### src/include/pito_settings.svh
`ifndef PITO_SETTINGS_SVH
`define PITO_SETTINGS_SVH

// ==========================================================================
// barrel core sizing
// ==========================================================================

// harts sharing the pipeline
// at least 3 so a write lands before the same hart reads again
`define PITO_NUM_HARTS      4
// hart index width
`define PITO_HART_CNT_W     2

// register width and index width
`define PITO_XLEN           32
`define PITO_REG_ADDR_W     5

// instruction words per hart region
`define PITO_HART_WORDS     16
// word address into the whole instruction memory
`define PITO_IMEM_ADDR_W    6
// byte address, two bits wider than the word address
`define PITO_PC_W           8

`endif

### src/logic/pito_pkg.sv
`default_nettype none

`include "pito_settings.svh"

package pito_pkg;

    // basic scalar types
    typedef logic [`PITO_XLEN-1:0]        word_t;
    typedef logic [`PITO_HART_CNT_W-1:0]  hart_t;
    typedef logic [`PITO_REG_ADDR_W-1:0]  reg_idx_t;
    typedef logic [`PITO_PC_W-1:0]        pc_t;
    typedef logic [`PITO_IMEM_ADDR_W-1:0] imem_addr_t;

    // kept rv32i operations, anything else decodes to OP_NOP
    typedef enum logic [4:0] {
        OP_NOP, OP_ADD, OP_SUB, OP_SLL, OP_SLT, OP_SLTU, OP_XOR,
        OP_SRL, OP_SRA, OP_OR, OP_AND,
        OP_ADDI, OP_SLTI, OP_SLTIU, OP_XORI, OP_ORI, OP_ANDI,
        OP_SLLI, OP_SRLI, OP_SRAI, OP_LUI
    } rv32_opcode_e;

    // alu functions
    typedef enum logic [3:0] {
        ALU_ADD, ALU_SUB, ALU_SLL, ALU_SLT, ALU_SLTU,
        ALU_XOR, ALU_SRL, ALU_SRA, ALU_OR, ALU_AND
    } alu_op_e;

    // issued fetch
    typedef struct packed {
        logic  valid;
        hart_t hart;
        pc_t   pc;
    } fetch_item_t;

    // decode stage register
    typedef struct packed {
        logic         valid;
        hart_t        hart;
        pc_t          pc;
        rv32_opcode_e op;
        alu_op_e      alu_op;
        reg_idx_t     rd;
        word_t        op1;
        word_t        op2;
        logic         we;
    } decoded_t;

    // register file write port
    typedef struct packed {
        logic     en;
        hart_t    hart;
        reg_idx_t idx;
        word_t    data;
    } reg_write_t;

    // one retired register write
    typedef struct packed {
        logic     valid;
        hart_t    hart;
        pc_t      pc;
        reg_idx_t rd;
        word_t    value;
    } retire_t;

endpackage

`default_nettype wire

### src/logic/pito_hart_fetch.sv
`timescale 1ns/1ns
`default_nettype none

`include "pito_settings.svh"

module pito_hart_fetch (
    input  logic                  clk,
    input  logic                  pito_io_rst_n,
    input  logic                  prog_mode,
    input  logic                  imem_w_en,
    input  pito_pkg::imem_addr_t  imem_waddr,
    input  pito_pkg::word_t       imem_wdata,
    output pito_pkg::fetch_item_t fetch,
    output pito_pkg::word_t       instr
);
    import pito_pkg::*;

    localparam int NumHarts = `PITO_NUM_HARTS;

    hart_t       hart_cnt;
    pc_t         pc [NumHarts];
    fetch_item_t issue_q;
    word_t       imem [1 << `PITO_IMEM_ADDR_W];

    // first byte of a hart region
    function automatic pc_t hart_base(input int unsigned h);
        return pc_t'(h * `PITO_HART_WORDS * 4);
    endfunction

    // step by four, back to base after the last word
    function automatic pc_t next_pc(input pc_t cur, input int unsigned h);
        pc_t last;
        last = hart_base(h) + pc_t'((`PITO_HART_WORDS - 1) * 4);
        if (cur == last) begin
            return hart_base(h);
        end
        return cur + pc_t'(4);
    endfunction

    // ======================================================================
    // round robin scheduler
    // ======================================================================
    always_ff @(posedge clk) begin
        if (!pito_io_rst_n) begin
            hart_cnt <= '0;
        end else if (hart_cnt == hart_t'(NumHarts - 1)) begin
            hart_cnt <= '0;
        end else begin
            hart_cnt <= hart_cnt + 1'b1;
        end
    end

    // per hart pc, parked at base while loading
    always_ff @(posedge clk) begin
        for (int i = 0; i < NumHarts; i++) begin
            if (!pito_io_rst_n || prog_mode) begin
                pc[i] <= hart_base(i);
            end else if (hart_t'(i) == hart_cnt) begin
                pc[i] <= next_pc(pc[i], i);
            end
        end
    end

    // issue the scheduled hart
    always_ff @(posedge clk) begin
        issue_q <= '{valid: !prog_mode, hart: hart_cnt, pc: pc[hart_cnt]};
        if (!pito_io_rst_n) begin
            issue_q.valid <= 1'b0;
        end
    end

    // ======================================================================
    // instruction memory
    // ======================================================================
    always_ff @(posedge clk) begin
        if (imem_w_en) begin
            imem[imem_waddr] <= imem_wdata;
        end
        // word address from byte pc
        instr <= imem[issue_q.pc[`PITO_PC_W-1:2]];
    end

    // item follows its word by one cycle
    always_ff @(posedge clk) begin
        fetch <= issue_q;
        if (!pito_io_rst_n) begin
            fetch.valid <= 1'b0;
        end
    end

endmodule

`default_nettype wire

### config.mk
export PLATFORM = sky130hd
export DESIGN_NAME = pito_hart_fetch
export DESIGN_NICKNAME = d
export VERILOG_FILES = /design/src/logic/pito_pkg.sv /design/src/logic/pito_hart_fetch.sv
export VERILOG_INCLUDE_DIRS = /design/src /design/src/include
export SDC_FILE = /design/constraint.sdc
export NUM_CORES = 2
export LEC_CHECK = 0
export ABC_AREA = 1
export ABC_CLOCK_PERIOD_IN_PS = 3400
export BUFFER_PORTS_ARGS = -buffer_cell sky130_fd_sc_hd__clkbuf_2
export CAP_MARGIN = 20
export CORE_ASPECT_RATIO = 0.6
export CORE_UTILIZATION = 59
export DETAILED_ROUTE_END_ITERATION = 16
export PLACE_DENSITY = 0.75
export RECOVER_POWER = 25
export SYNTH_ARGS = -nofsm -noshare
export SYNTH_HDL_FRONTEND = slang
export SYNTH_SLANG_ARGS = --single-unit
### constraint.sdc
create_clock -name clk -period 3.4 [get_ports clk]
set_input_delay 0.17 -clock clk [delete_from_list [all_inputs] [get_ports clk]]
set_output_delay 0.17 -clock clk [all_outputs]
set_load 0.01 [all_outputs]
==> qor.csv <==
metric,value,unit
period utilisation layout,0.784,
Simple-Gate Fraction of Synth Area,0.220,
Gate power share,0.191,
Switch Pwr,18.4,mW
Crit-path slowest cell,buf_4,
layout cells sized above 1,0.0836,
GRT Overall Usage,0.329,
Highest Clock Rate,0.375,GHz
CP max FO,112,
CP Cell Sequence,"inv_16, buf_4, nand2_1, nand3_1, nand3_1, nand2_1, nand2_1, nand3_1, nand3_1, nand2_1",
status,"complete, but fails checks",
Power Density,658,mW/mm2
WL per Instance,26.2,um
most frequent cell after synthesis,nand2_1,
Clock Skews,0.0255,ns
port buffer count,82,
Final ANT Viol Nets,0,
CTS Buf Count,181,
DRC violations left,0,
endpoints failing hold,0,
Clock Power Share,0.328,
die area,0.145,mm2
Sw Share,0.298,
DR vias/cell,6.29,
total wire length after detailed routing,238000,um
"Distinct cells, synth",26,
Yosys top cell by area,edfxtp_1,
Flop pwr share,0.481,
Die X,491,um
CTS max path bufs,3,
Worst Hold Depth,4,
synth warn,0,
final core utilization,0.661,
Least-Margin Pin Slew,2.93,ns
Async SR Flop Fraction,0,
Commonest cells post-synth,"nand2_1, edfxtp_1, nand3_1",
post-synthesis cell count,6947,
initial DRC count,8739,
Starting Density,0.595,
worst path required time,4.13,ns
largest stage delay on the critical path,0.53,ns
Leak,33.0,nW
CTS tree,yes,
Layout Nets,7065,
MaxCap Viol Count,20,
Post-synth EDFFs,2072,
CTS sink count,2124,
"Clk Latency, worst-skew pair",0.80,ns
first-pass detailed-route iteration total,8,
mux share of post-synthesis cell area,0,
GPL Wtd Cong,0.844,
CP startpoint kind,flip-flop,
arrival time at the worst endpoint,3.39,ns
Synth Area in Compound Gates,0.00195,
vias in the first global route,53900,
Post-Synth Adder-Cell Area,0.00118,
largest net degree at the start of global routing,188,
final setup violation count,0,
initial antenna violation count,10,
max_slew headroom,-0.954,
Vias,57100,
largest family of logic cells by synthesized area,simple AND/OR/NAND/NOR gates,
Int Pwr,43.4,mW
RSZ-0062 raised after global routing,false,
minimum clock period,2.66,ns
clock slew at reported path FFs,0.07,ns
top_reg_cell synth,edfxtp_1,
H-tree depth,4,
"Cell Area, Synth",0.0846,mm2
first-pass GRT wire length,350000,um
Post-Syn Area per Cell,12.2,um2
I/O Pins,85,
area of the core,0.142,mm2
FF-to-FF path depth,10,
Synth top area share,0.736,
Peak VDD IR,0.000482,V
setup tns final,0,ns
Final Max Slew Viols,825,
Setup crit end kind,flip-flop,
post-synthesis register bit count,2124,
"Area growth, synth to finish",11.0,%
failing checks,"max-capacitance violations, max-slew violations",
xor-xnor portion of the synthesized cell area,0.000725,
overflow left after global routing,0,
Hold Path Class,in -> reg,
WS Path Type,reg -> reg,
sequential area share after synthesis,0.748,
"top cells by area, synth","edfxtp_1, nand3_1, nand2_1",
CTS root buf,clkbuf_16,
hpwl dp,128000,um
die height,295,um
row count,107,
placed cells by master (no fill, tap or decap), types with 3 or more instances in the layout:
cell	synthesis	routed
clkinv_8	0	4
nand3_1	1913	1913
edfxtp_1	2072	2072
or2_2	5	5
dfxtp_1	52	46
nor2_4	0	64
nand4_1	10	10
bufinv_16	0	11
clkbuf_16	0	185
ha_1	8	8
clkinv_2	0	31
clkbuf_2	0	56
a21oi_1	5	5
diode_2	0	6
buf_4	43	162
inv_6	0	5
o22ai_1	6	6
buf_12	0	57
xnor2_1	3	3
nor3_1	4	4
dlygate4sd3_1	0	16
clkbuf_1	101	86
nand2_1	2264	2264
dfxtp_4	0	5
o21ai_0	14	14
nor2_1	99	35
clkbuf_8	0	4
inv_1	29	27
clkinv_1	0	44
xor2_1	4	4
state kept, by name, summed over array words and instances (netlist names):
signal / cells
issue_q: 9
hart_cnt: 2
pc: 24
imem: 2048
fetch: 9
instr: 32
power groups by stage:
stage          combinational (mW)  clock (mW)  sequential, mW
6_report                     11.8        20.3            29.7
5_1_grt                      12.7        21.3            29.7
4_1_cts                      11.5        20.3            29.7
3_5_place_dp                 11.4           0            30.3
3_3_place_gp                 11.2           0            30.3
2_1_floorplan                7.26           0            29.9
critical path: cells and delay by family, from the launching register on:
kind	cells	cell delay, ns
and+or+nand+nor	8	1.08
buffers and inverters	2	0.98
DFF	1	0.48
final cells by class:
| class | count | area [um2] |
|---|---|---|
| inverter | 32 | 158 |
| antenna | 6 | 15.0 |
| multi-input combinational | 4342 | 19400 |
| clock buffer | 233 | 4850 |
| tap | 1907 | 2390 |
| fill | 9952 | 48200 |
| clock inverter | 98 | 798 |
| timing repair buffer | 334 | 2980 |
| sequential | 2124 | 63300 |
kinds of logic after synthesis:
family,after synthesis
XOR/XNOR,7
other,1
AO/OA/AOI/OAI,29
AND/OR/NAND/NOR,4296
adder cells (fa/ha/maj),8
buffers and inverters,482
flip-flops,2124
per-stage QoR:
| step | std cells | instance area, um2 | hold slack (ns) | setup WS (ns) | power [mW] |
|---|---|---|---|---|---|
| 2_1_floorplan | 6948 | 84600 | 0.263 | 0.907 | 37.2 |
| 3_3_place_gp | 8713 | 88000 | 0.311 | 0.888 | 41.4 |
| 3_5_place_dp | 8715 | 88000 | 0.312 | 0.855 | 41.7 |
| 4_1_cts | 9057 | 93800 | 0.000358 | 0.821 | 61.5 |
| 5_1_grt | 9074 | 93800 | 0.0866 | 0.672 | 63.7 |
| 6_report | 9076 | 93900 | 0.0677 | 0.736 | 61.8 |
metal layers:
metal | track usage | share of wire | wire length (um)
met3 | 0.0794 | 0.14 | 33900
met1 | 0.477 | 0.38 | 90800
met5 | 0 | 0.00024 | 57
met2 | 0.490 | 0.44 | 105000
met4 | 0.120 | 0.033 | 7900
path summary, 6_finish.rpt:
check	start	end	slack, ns
worst max-delay path	issue_q[2]$_DFF_P_	instr[0]$_DFF_P_	0.74
worst min-delay path	imem_waddr[1]	imem[30][18]$_DFFE_PP_	0.07
worst max register to register	issue_q[2]$_DFF_P_	instr[0]$_DFF_P_	0.74
worst min register to register	issue_q[9]$_DFF_P_	fetch[9]$_DFF_P_	0.33
what timing repair did:
item                                    in CTS  in global routing
hold buffers                                11                  5
hold endpoints to repair                   159                158
buffers inserted                             0                  0
resized for setup                            0                  0
endpoints found under the setup margin       0                  0
Note: power is estimated with default switching activity, not from simulation.
