[src/include/pito_settings.svh]
`ifndef PITO_SETTINGS_SVH
`define PITO_SETTINGS_SVH

// ==========================================================================
// barrel core sizing
// ==========================================================================

// harts sharing the pipeline
// at least 3 so a write lands before the same hart reads again
`define PITO_NUM_HARTS      4
// hart index width
`define PITO_HART_CNT_W     2

// register width and index width
`define PITO_XLEN           32
`define PITO_REG_ADDR_W     5

// instruction words per hart region
`define PITO_HART_WORDS     16
// word address into the whole instruction memory
`define PITO_IMEM_ADDR_W    6
// byte address, two bits wider than the word address
`define PITO_PC_W           8

`endif

[src/logic/pito_pkg.sv]
`default_nettype none

`include "pito_settings.svh"

package pito_pkg;

    // basic scalar types
    typedef logic [`PITO_XLEN-1:0]        word_t;
    typedef logic [`PITO_HART_CNT_W-1:0]  hart_t;
    typedef logic [`PITO_REG_ADDR_W-1:0]  reg_idx_t;
    typedef logic [`PITO_PC_W-1:0]        pc_t;
    typedef logic [`PITO_IMEM_ADDR_W-1:0] imem_addr_t;

    // kept rv32i operations, anything else decodes to OP_NOP
    typedef enum logic [4:0] {
        OP_NOP, OP_ADD, OP_SUB, OP_SLL, OP_SLT, OP_SLTU, OP_XOR,
        OP_SRL, OP_SRA, OP_OR, OP_AND,
        OP_ADDI, OP_SLTI, OP_SLTIU, OP_XORI, OP_ORI, OP_ANDI,
        OP_SLLI, OP_SRLI, OP_SRAI, OP_LUI
    } rv32_opcode_e;

    // alu functions
    typedef enum logic [3:0] {
        ALU_ADD, ALU_SUB, ALU_SLL, ALU_SLT, ALU_SLTU,
        ALU_XOR, ALU_SRL, ALU_SRA, ALU_OR, ALU_AND
    } alu_op_e;

    // issued fetch
    typedef struct packed {
        logic  valid;
        hart_t hart;
        pc_t   pc;
    } fetch_item_t;

    // decode stage register
    typedef struct packed {
        logic         valid;
        hart_t        hart;
        pc_t          pc;
        rv32_opcode_e op;
        alu_op_e      alu_op;
        reg_idx_t     rd;
        word_t        op1;
        word_t        op2;
        logic         we;
    } decoded_t;

    // register file write port
    typedef struct packed {
        logic     en;
        hart_t    hart;
        reg_idx_t idx;
        word_t    data;
    } reg_write_t;

    // one retired register write
    typedef struct packed {
        logic     valid;
        hart_t    hart;
        pc_t      pc;
        reg_idx_t rd;
        word_t    value;
    } retire_t;

endpackage

`default_nettype wire

[src/logic/pito_decoder.sv]
`timescale 1ns/1ns
`default_nettype none

module pito_decoder (
    input  logic                  clk,
    input  logic                  pito_io_rst_n,
    input  pito_pkg::fetch_item_t fetch,
    input  pito_pkg::word_t       instr,
    output pito_pkg::reg_idx_t    rs1_addr,
    output pito_pkg::reg_idx_t    rs2_addr,
    output pito_pkg::hart_t       rd_hart,
    input  pito_pkg::word_t       rs1_data,
    input  pito_pkg::word_t       rs2_data,
    output pito_pkg::decoded_t    decoded
);
    import pito_pkg::*;

    // major opcodes
    localparam logic [6:0] OpcOp    = 7'b0110011;
    localparam logic [6:0] OpcOpImm = 7'b0010011;
    localparam logic [6:0] OpcLui   = 7'b0110111;

    logic [6:0]   opc;
    logic [2:0]   funct3;
    logic [6:0]   funct7;
    logic         is_rtype;
    logic         is_itype;
    logic         alt;
    logic         r_legal;
    logic         i_legal;
    logic         is_shift;
    word_t        imm_i;
    word_t        imm_sh;
    word_t        imm_u;
    alu_op_e      alu;
    rv32_opcode_e op;
    decoded_t     dec_next;

    // instruction fields
    assign opc    = instr[6:0];
    assign funct3 = instr[14:12];
    assign funct7 = instr[31:25];

    // register read, same cycle
    assign rs1_addr = instr[19:15];
    assign rs2_addr = instr[24:20];
    assign rd_hart  = fetch.hart;

    assign is_rtype = (opc == OpcOp);
    assign is_itype = (opc == OpcOpImm);
    assign alt      = (funct7 == 7'b0100000);
    assign is_shift = (funct3 == 3'b001) || (funct3 == 3'b101);

    // funct7 must be zero, or the alt pattern on sub and sra
    assign r_legal = (funct7 == 7'b0) || (alt && (funct3 == 3'b000 || funct3 == 3'b101));
    assign i_legal = !is_shift || (funct7 == 7'b0) || (alt && funct3 == 3'b101);

    // immediates
    assign imm_i  = {{20{instr[31]}}, instr[31:20]};
    assign imm_sh = {27'b0, instr[24:20]};
    assign imm_u  = {instr[31:12], 12'b0};

    // alu function from funct3 and funct7
    always_comb begin
        case (funct3)
            3'b000:  alu = (is_rtype && alt) ? ALU_SUB : ALU_ADD;
            3'b001:  alu = ALU_SLL;
            3'b010:  alu = ALU_SLT;
            3'b011:  alu = ALU_SLTU;
            3'b100:  alu = ALU_XOR;
            3'b101:  alu = alt ? ALU_SRA : ALU_SRL;
            3'b110:  alu = ALU_OR;
            default: alu = ALU_AND;
        endcase
    end

    // kept operation, register or immediate form
    always_comb begin
        op = OP_NOP;
        if (opc == OpcLui) begin
            op = OP_LUI;
        end else if (is_rtype && r_legal) begin
            case (alu)
                ALU_ADD:  op = OP_ADD;
                ALU_SUB:  op = OP_SUB;
                ALU_SLL:  op = OP_SLL;
                ALU_SLT:  op = OP_SLT;
                ALU_SLTU: op = OP_SLTU;
                ALU_XOR:  op = OP_XOR;
                ALU_SRL:  op = OP_SRL;
                ALU_SRA:  op = OP_SRA;
                ALU_OR:   op = OP_OR;
                default:  op = OP_AND;
            endcase
        end else if (is_itype && i_legal) begin
            case (alu)
                ALU_SLL:  op = OP_SLLI;
                ALU_SLT:  op = OP_SLTI;
                ALU_SLTU: op = OP_SLTIU;
                ALU_XOR:  op = OP_XORI;
                ALU_SRL:  op = OP_SRLI;
                ALU_SRA:  op = OP_SRAI;
                ALU_OR:   op = OP_ORI;
                ALU_AND:  op = OP_ANDI;
                default:  op = OP_ADDI;
            endcase
        end
    end

    // operands and write enable
    always_comb begin
        dec_next.valid  = fetch.valid;
        dec_next.hart   = fetch.hart;
        dec_next.pc     = fetch.pc;
        dec_next.op     = op;
        dec_next.alu_op = alu;
        dec_next.rd     = instr[11:7];
        dec_next.op1    = rs1_data;
        if (is_rtype) begin
            dec_next.op2 = rs2_data;
        end else if (opc == OpcLui) begin
            dec_next.op2 = imm_u;
        end else if (is_shift) begin
            dec_next.op2 = imm_sh;
        end else begin
            dec_next.op2 = imm_i;
        end
        // x0 target never writes
        dec_next.we = (op != OP_NOP) && (instr[11:7] != '0);
    end

    always_ff @(posedge clk) begin
        decoded <= dec_next;
        if (!pito_io_rst_n) begin
            decoded.valid <= 1'b0;
            decoded.we    <= 1'b0;
        end
    end

endmodule

`default_nettype wire

[config.mk]
export PLATFORM = sky130hd
export DESIGN_NAME = pito_decoder
export DESIGN_NICKNAME = d
export VERILOG_FILES = /design/src/logic/pito_pkg.sv /design/src/logic/pito_decoder.sv
export VERILOG_INCLUDE_DIRS = /design/src /design/src/include
export SDC_FILE = /design/constraint.sdc
export NUM_CORES = 1
export LEC_CHECK = 0
export BUFFER_PORTS_ARGS = -buffer_cell sky130_fd_sc_hd__buf_2
export CORE_MARGIN = 1
export CORE_UTILIZATION = 44
export CTS_CLUSTER_SIZE = 12
export DETAILED_ROUTE_END_ITERATION = 10
export PLACE_DENSITY = 0.84
export SETUP_SLACK_MARGIN = 0.2
export SYNTH_ARGS = -nofsm -noshare
export SYNTH_HDL_FRONTEND = slang
export SYNTH_SLANG_ARGS = --single-unit
[constraint.sdc]
create_clock -name clk -period 5.22 [get_ports clk]
set_input_delay 0.522 -clock clk [delete_from_list [all_inputs] [get_ports clk]]
set_output_delay 0.522 -clock clk [all_outputs]
set_load 0.005 [all_outputs]
==> reports/results.tsv <==
metric	value	unit
outcome	complete, no violations	
grt total ovfl	0	
Ports	211	
Rel. slew slack	54.43	%
fillers	585	
initial antenna violation count	1	
dpl ws	1606	ps
CTS tree	yes	
setup ws final	1942	ps
NumNets Final	596	
Crit path arrival time	3560	ps
Detailed Routing Iterations Pass 1	4	
max-cap violations	0	
post-synthesis mux area share	3.259	%
Yosys top cell by area	dfxtp_1	
Internal	1.080	mW
Hold Fails Final Rpt	0	
HP Class	input pin to flop	
DR WL/cell	15.74	um
Post-CTS Hold Buffers	0	
Comb power frac	11.6	%
DRC Markers	0	
P&R area growth vs syn	38.49	%
endpoints failing setup	0	
Tcrit/Tclk final	62.80	%
Die ar.	0.007320	mm2
Reg power frac	52.2	%
fin. max-slew vios	0	
Fmax	0.3051	GHz
switching power	329.4	uW
H-Tree Depth	3	
via/cell ratio	4.875	
dominant cells by area after synthesis	dfxtp_1, o21ai_0, buf_4	
critical path required time	5500	ps
antenna-violating nets left	0	
multi-input logic area	0.001065	mm2
Placed Area	0.004036	mm2
post-CTS sizing	0	
post-synth top area share	58.66	%
Root Buffer	clkbuf_8	
largest net degree at the start of global routing	25	
top flop regs	decoded x90	
largest family of logic cells by synthesized area	simple AND/OR/NAND/NOR gates	
Mapped Area	0.003072	mm2
Simple-Gate Fraction of Synth Area	14.66	%
Setup TNS	0	ps
GP Congestion	0.8653	
Max clock buf depth	2	
Port Buffers	210	
Switching Share	23.38	%
FFs w/ async S/R, synth	0	%
first-pass GRT wire length	13.10	mm
CP Capture Type	flop	
GRT Util Overall	23.57	%
clock-pin slew of the registers on the worst-case setup and hold paths	90	ps
Hold Path Sink	decoded[52]	
Max FO, Critical Path	20	
Commonest cells post-synth	dfxtp_1, o21ai_0, nand2_1, nor2_1, buf_4	
share of cells above drive strength 1	48.04	%
Starting DRT DRC Count	62	
critical path class	input pin to flop	
Synth Net Count	404	
Register Area	0.001802	mm2
core region area	0.006756	mm2
Synth cell types	51	
hold path depth	1	
Die X	85.56	um
Seq/Total Area, Yosys	58.66	%
Post-synth EDFFs	0	
RSZ-0062 raised after global routing	false	
initial core utilization	45.46	%
yosys warns	0	
Post-Synth XOR/XNOR Area	0	%
VDD IR-drop max	0.2075	mV
Biggest register	decoded	
Post-Syn Instances	288	
total power	1.409	mW
die height	85.56	um
Avg Cell Area, Syn	10.67	um2
Cell Pwr Density	331.2	mW/mm2
post-synthesis compound-gate area fraction	13.89	%
ys flop type	dfxtp_1	
Setup crit start kind	input pin	
Num CTS Buffers	9	
drt total wl	8.909	mm
Least-Margin Pin Slew	681.7	ps
post-CTS setup buffer count	0	
count leader, synth	dfxtp_1	
# clock sinks	90	
vias	2759	
vias in the first global route	2627	
fin area	0.004254	mm2
post-DP HPWL	7.041	mm
Post-Synth Adder-Cell Area	2.851	%
hold wc startpoint	rs1_data[19]	
Site Rows	30	
fin crit period	3278	ps
Clock power frac	36.2	%
register bit count reported by yosys	90	
number of flip-flops under the largest register name	90	
Leak	2.200	nW
==> worst max path at each step <==
stage	start	endpoint
after floorplan	instr[1]	decoded[0]
after global placement	instr[2]	decoded[0]
after detailed placement	instr[2]	decoded[0]
after CTS	instr[2]	decoded[0]
after global routing	instr[2]	decoded[0]
final	instr[2]	decoded[0]
==> power groups by stage <==
stage | sequential [mW] | combinational [mW] | clock [mW]
3_3_place_gp | 0.750 | 0.159 | 0
2_1_floorplan | 0.758 | 0.0649 | 0
5_1_grt | 0.739 | 0.180 | 0.549
6_report | 0.735 | 0.164 | 0.510
3_5_place_dp | 0.752 | 0.163 | 0
4_1_cts | 0.736 | 0.164 | 0.514
==> routing by layer <==
layer	wire length, um	track usage (%)
met5	0	0
met4	270	10.76
met3	518	5.967
met2	4799	43.93
met1	3320	24.86
==> metrics by stage <==
step	hold slack, ps	instances	util [%]
after floorplan	549.7	288	-
after global placement	623.8	549	59.74
after detailed placement	625.6	549	59.74
after CTS	259.8	565	62.93
after global routing	251.8	566	62.96
final	266.4	566	62.96
==> cells by family after synthesis <==
kind of cell / after synthesis
compound gates: 68
fa+ha+maj: 7
buf+inv: 34
flops: 90
mux: 10
simple gates: 79
==> worst max-delay path, stage by stage <==
cell       delay, ps
buf_2            200
inv_1            480
and4_1           500
a211o_1          190
and3_1           250
ha_1             250
nor2_1            50
a211o_1          270
a2111oi_0        520
nor4_1           130
a31oi_1          180
==> cell type report <==
type / count / share of cell area, %
clock buffers: 10 / 3.000
multi-input cells: 164 / 25.03
repair buffers: 210 / 24.71
inverters: 5 / 0.4412
diodes: 1 / 0.05882
clock inverters: 6 / 2.059
flip-flops and latches: 90 / 42.35
well taps: 80 / 2.353
==> cell usage in the layout, fill, tap and decap left out, types with 4 or more instances in the layout <==
| cell type | netlist | routed |
|---|---|---|
| ha_1 | 7 | 7 |
| a21oi_1 | 13 | 13 |
| nor2b_1 | 4 | 4 |
| nor2_1 | 15 | 15 |
| and2_1 | 4 | 4 |
| dfxtp_1 | 90 | 90 |
| o21ai_0 | 22 | 22 |
| a22o_1 | 5 | 5 |
| nand2_1 | 20 | 20 |
| nand2b_1 | 4 | 4 |
| inv_1 | 5 | 5 |
| mux2i_1 | 10 | 10 |
| buf_2 | 5 | 210 |
| o21ai_1 | 8 | 8 |
| clkbuf_8 | 0 | 9 |
Note: power is estimated with default switching activity, not from simulation.
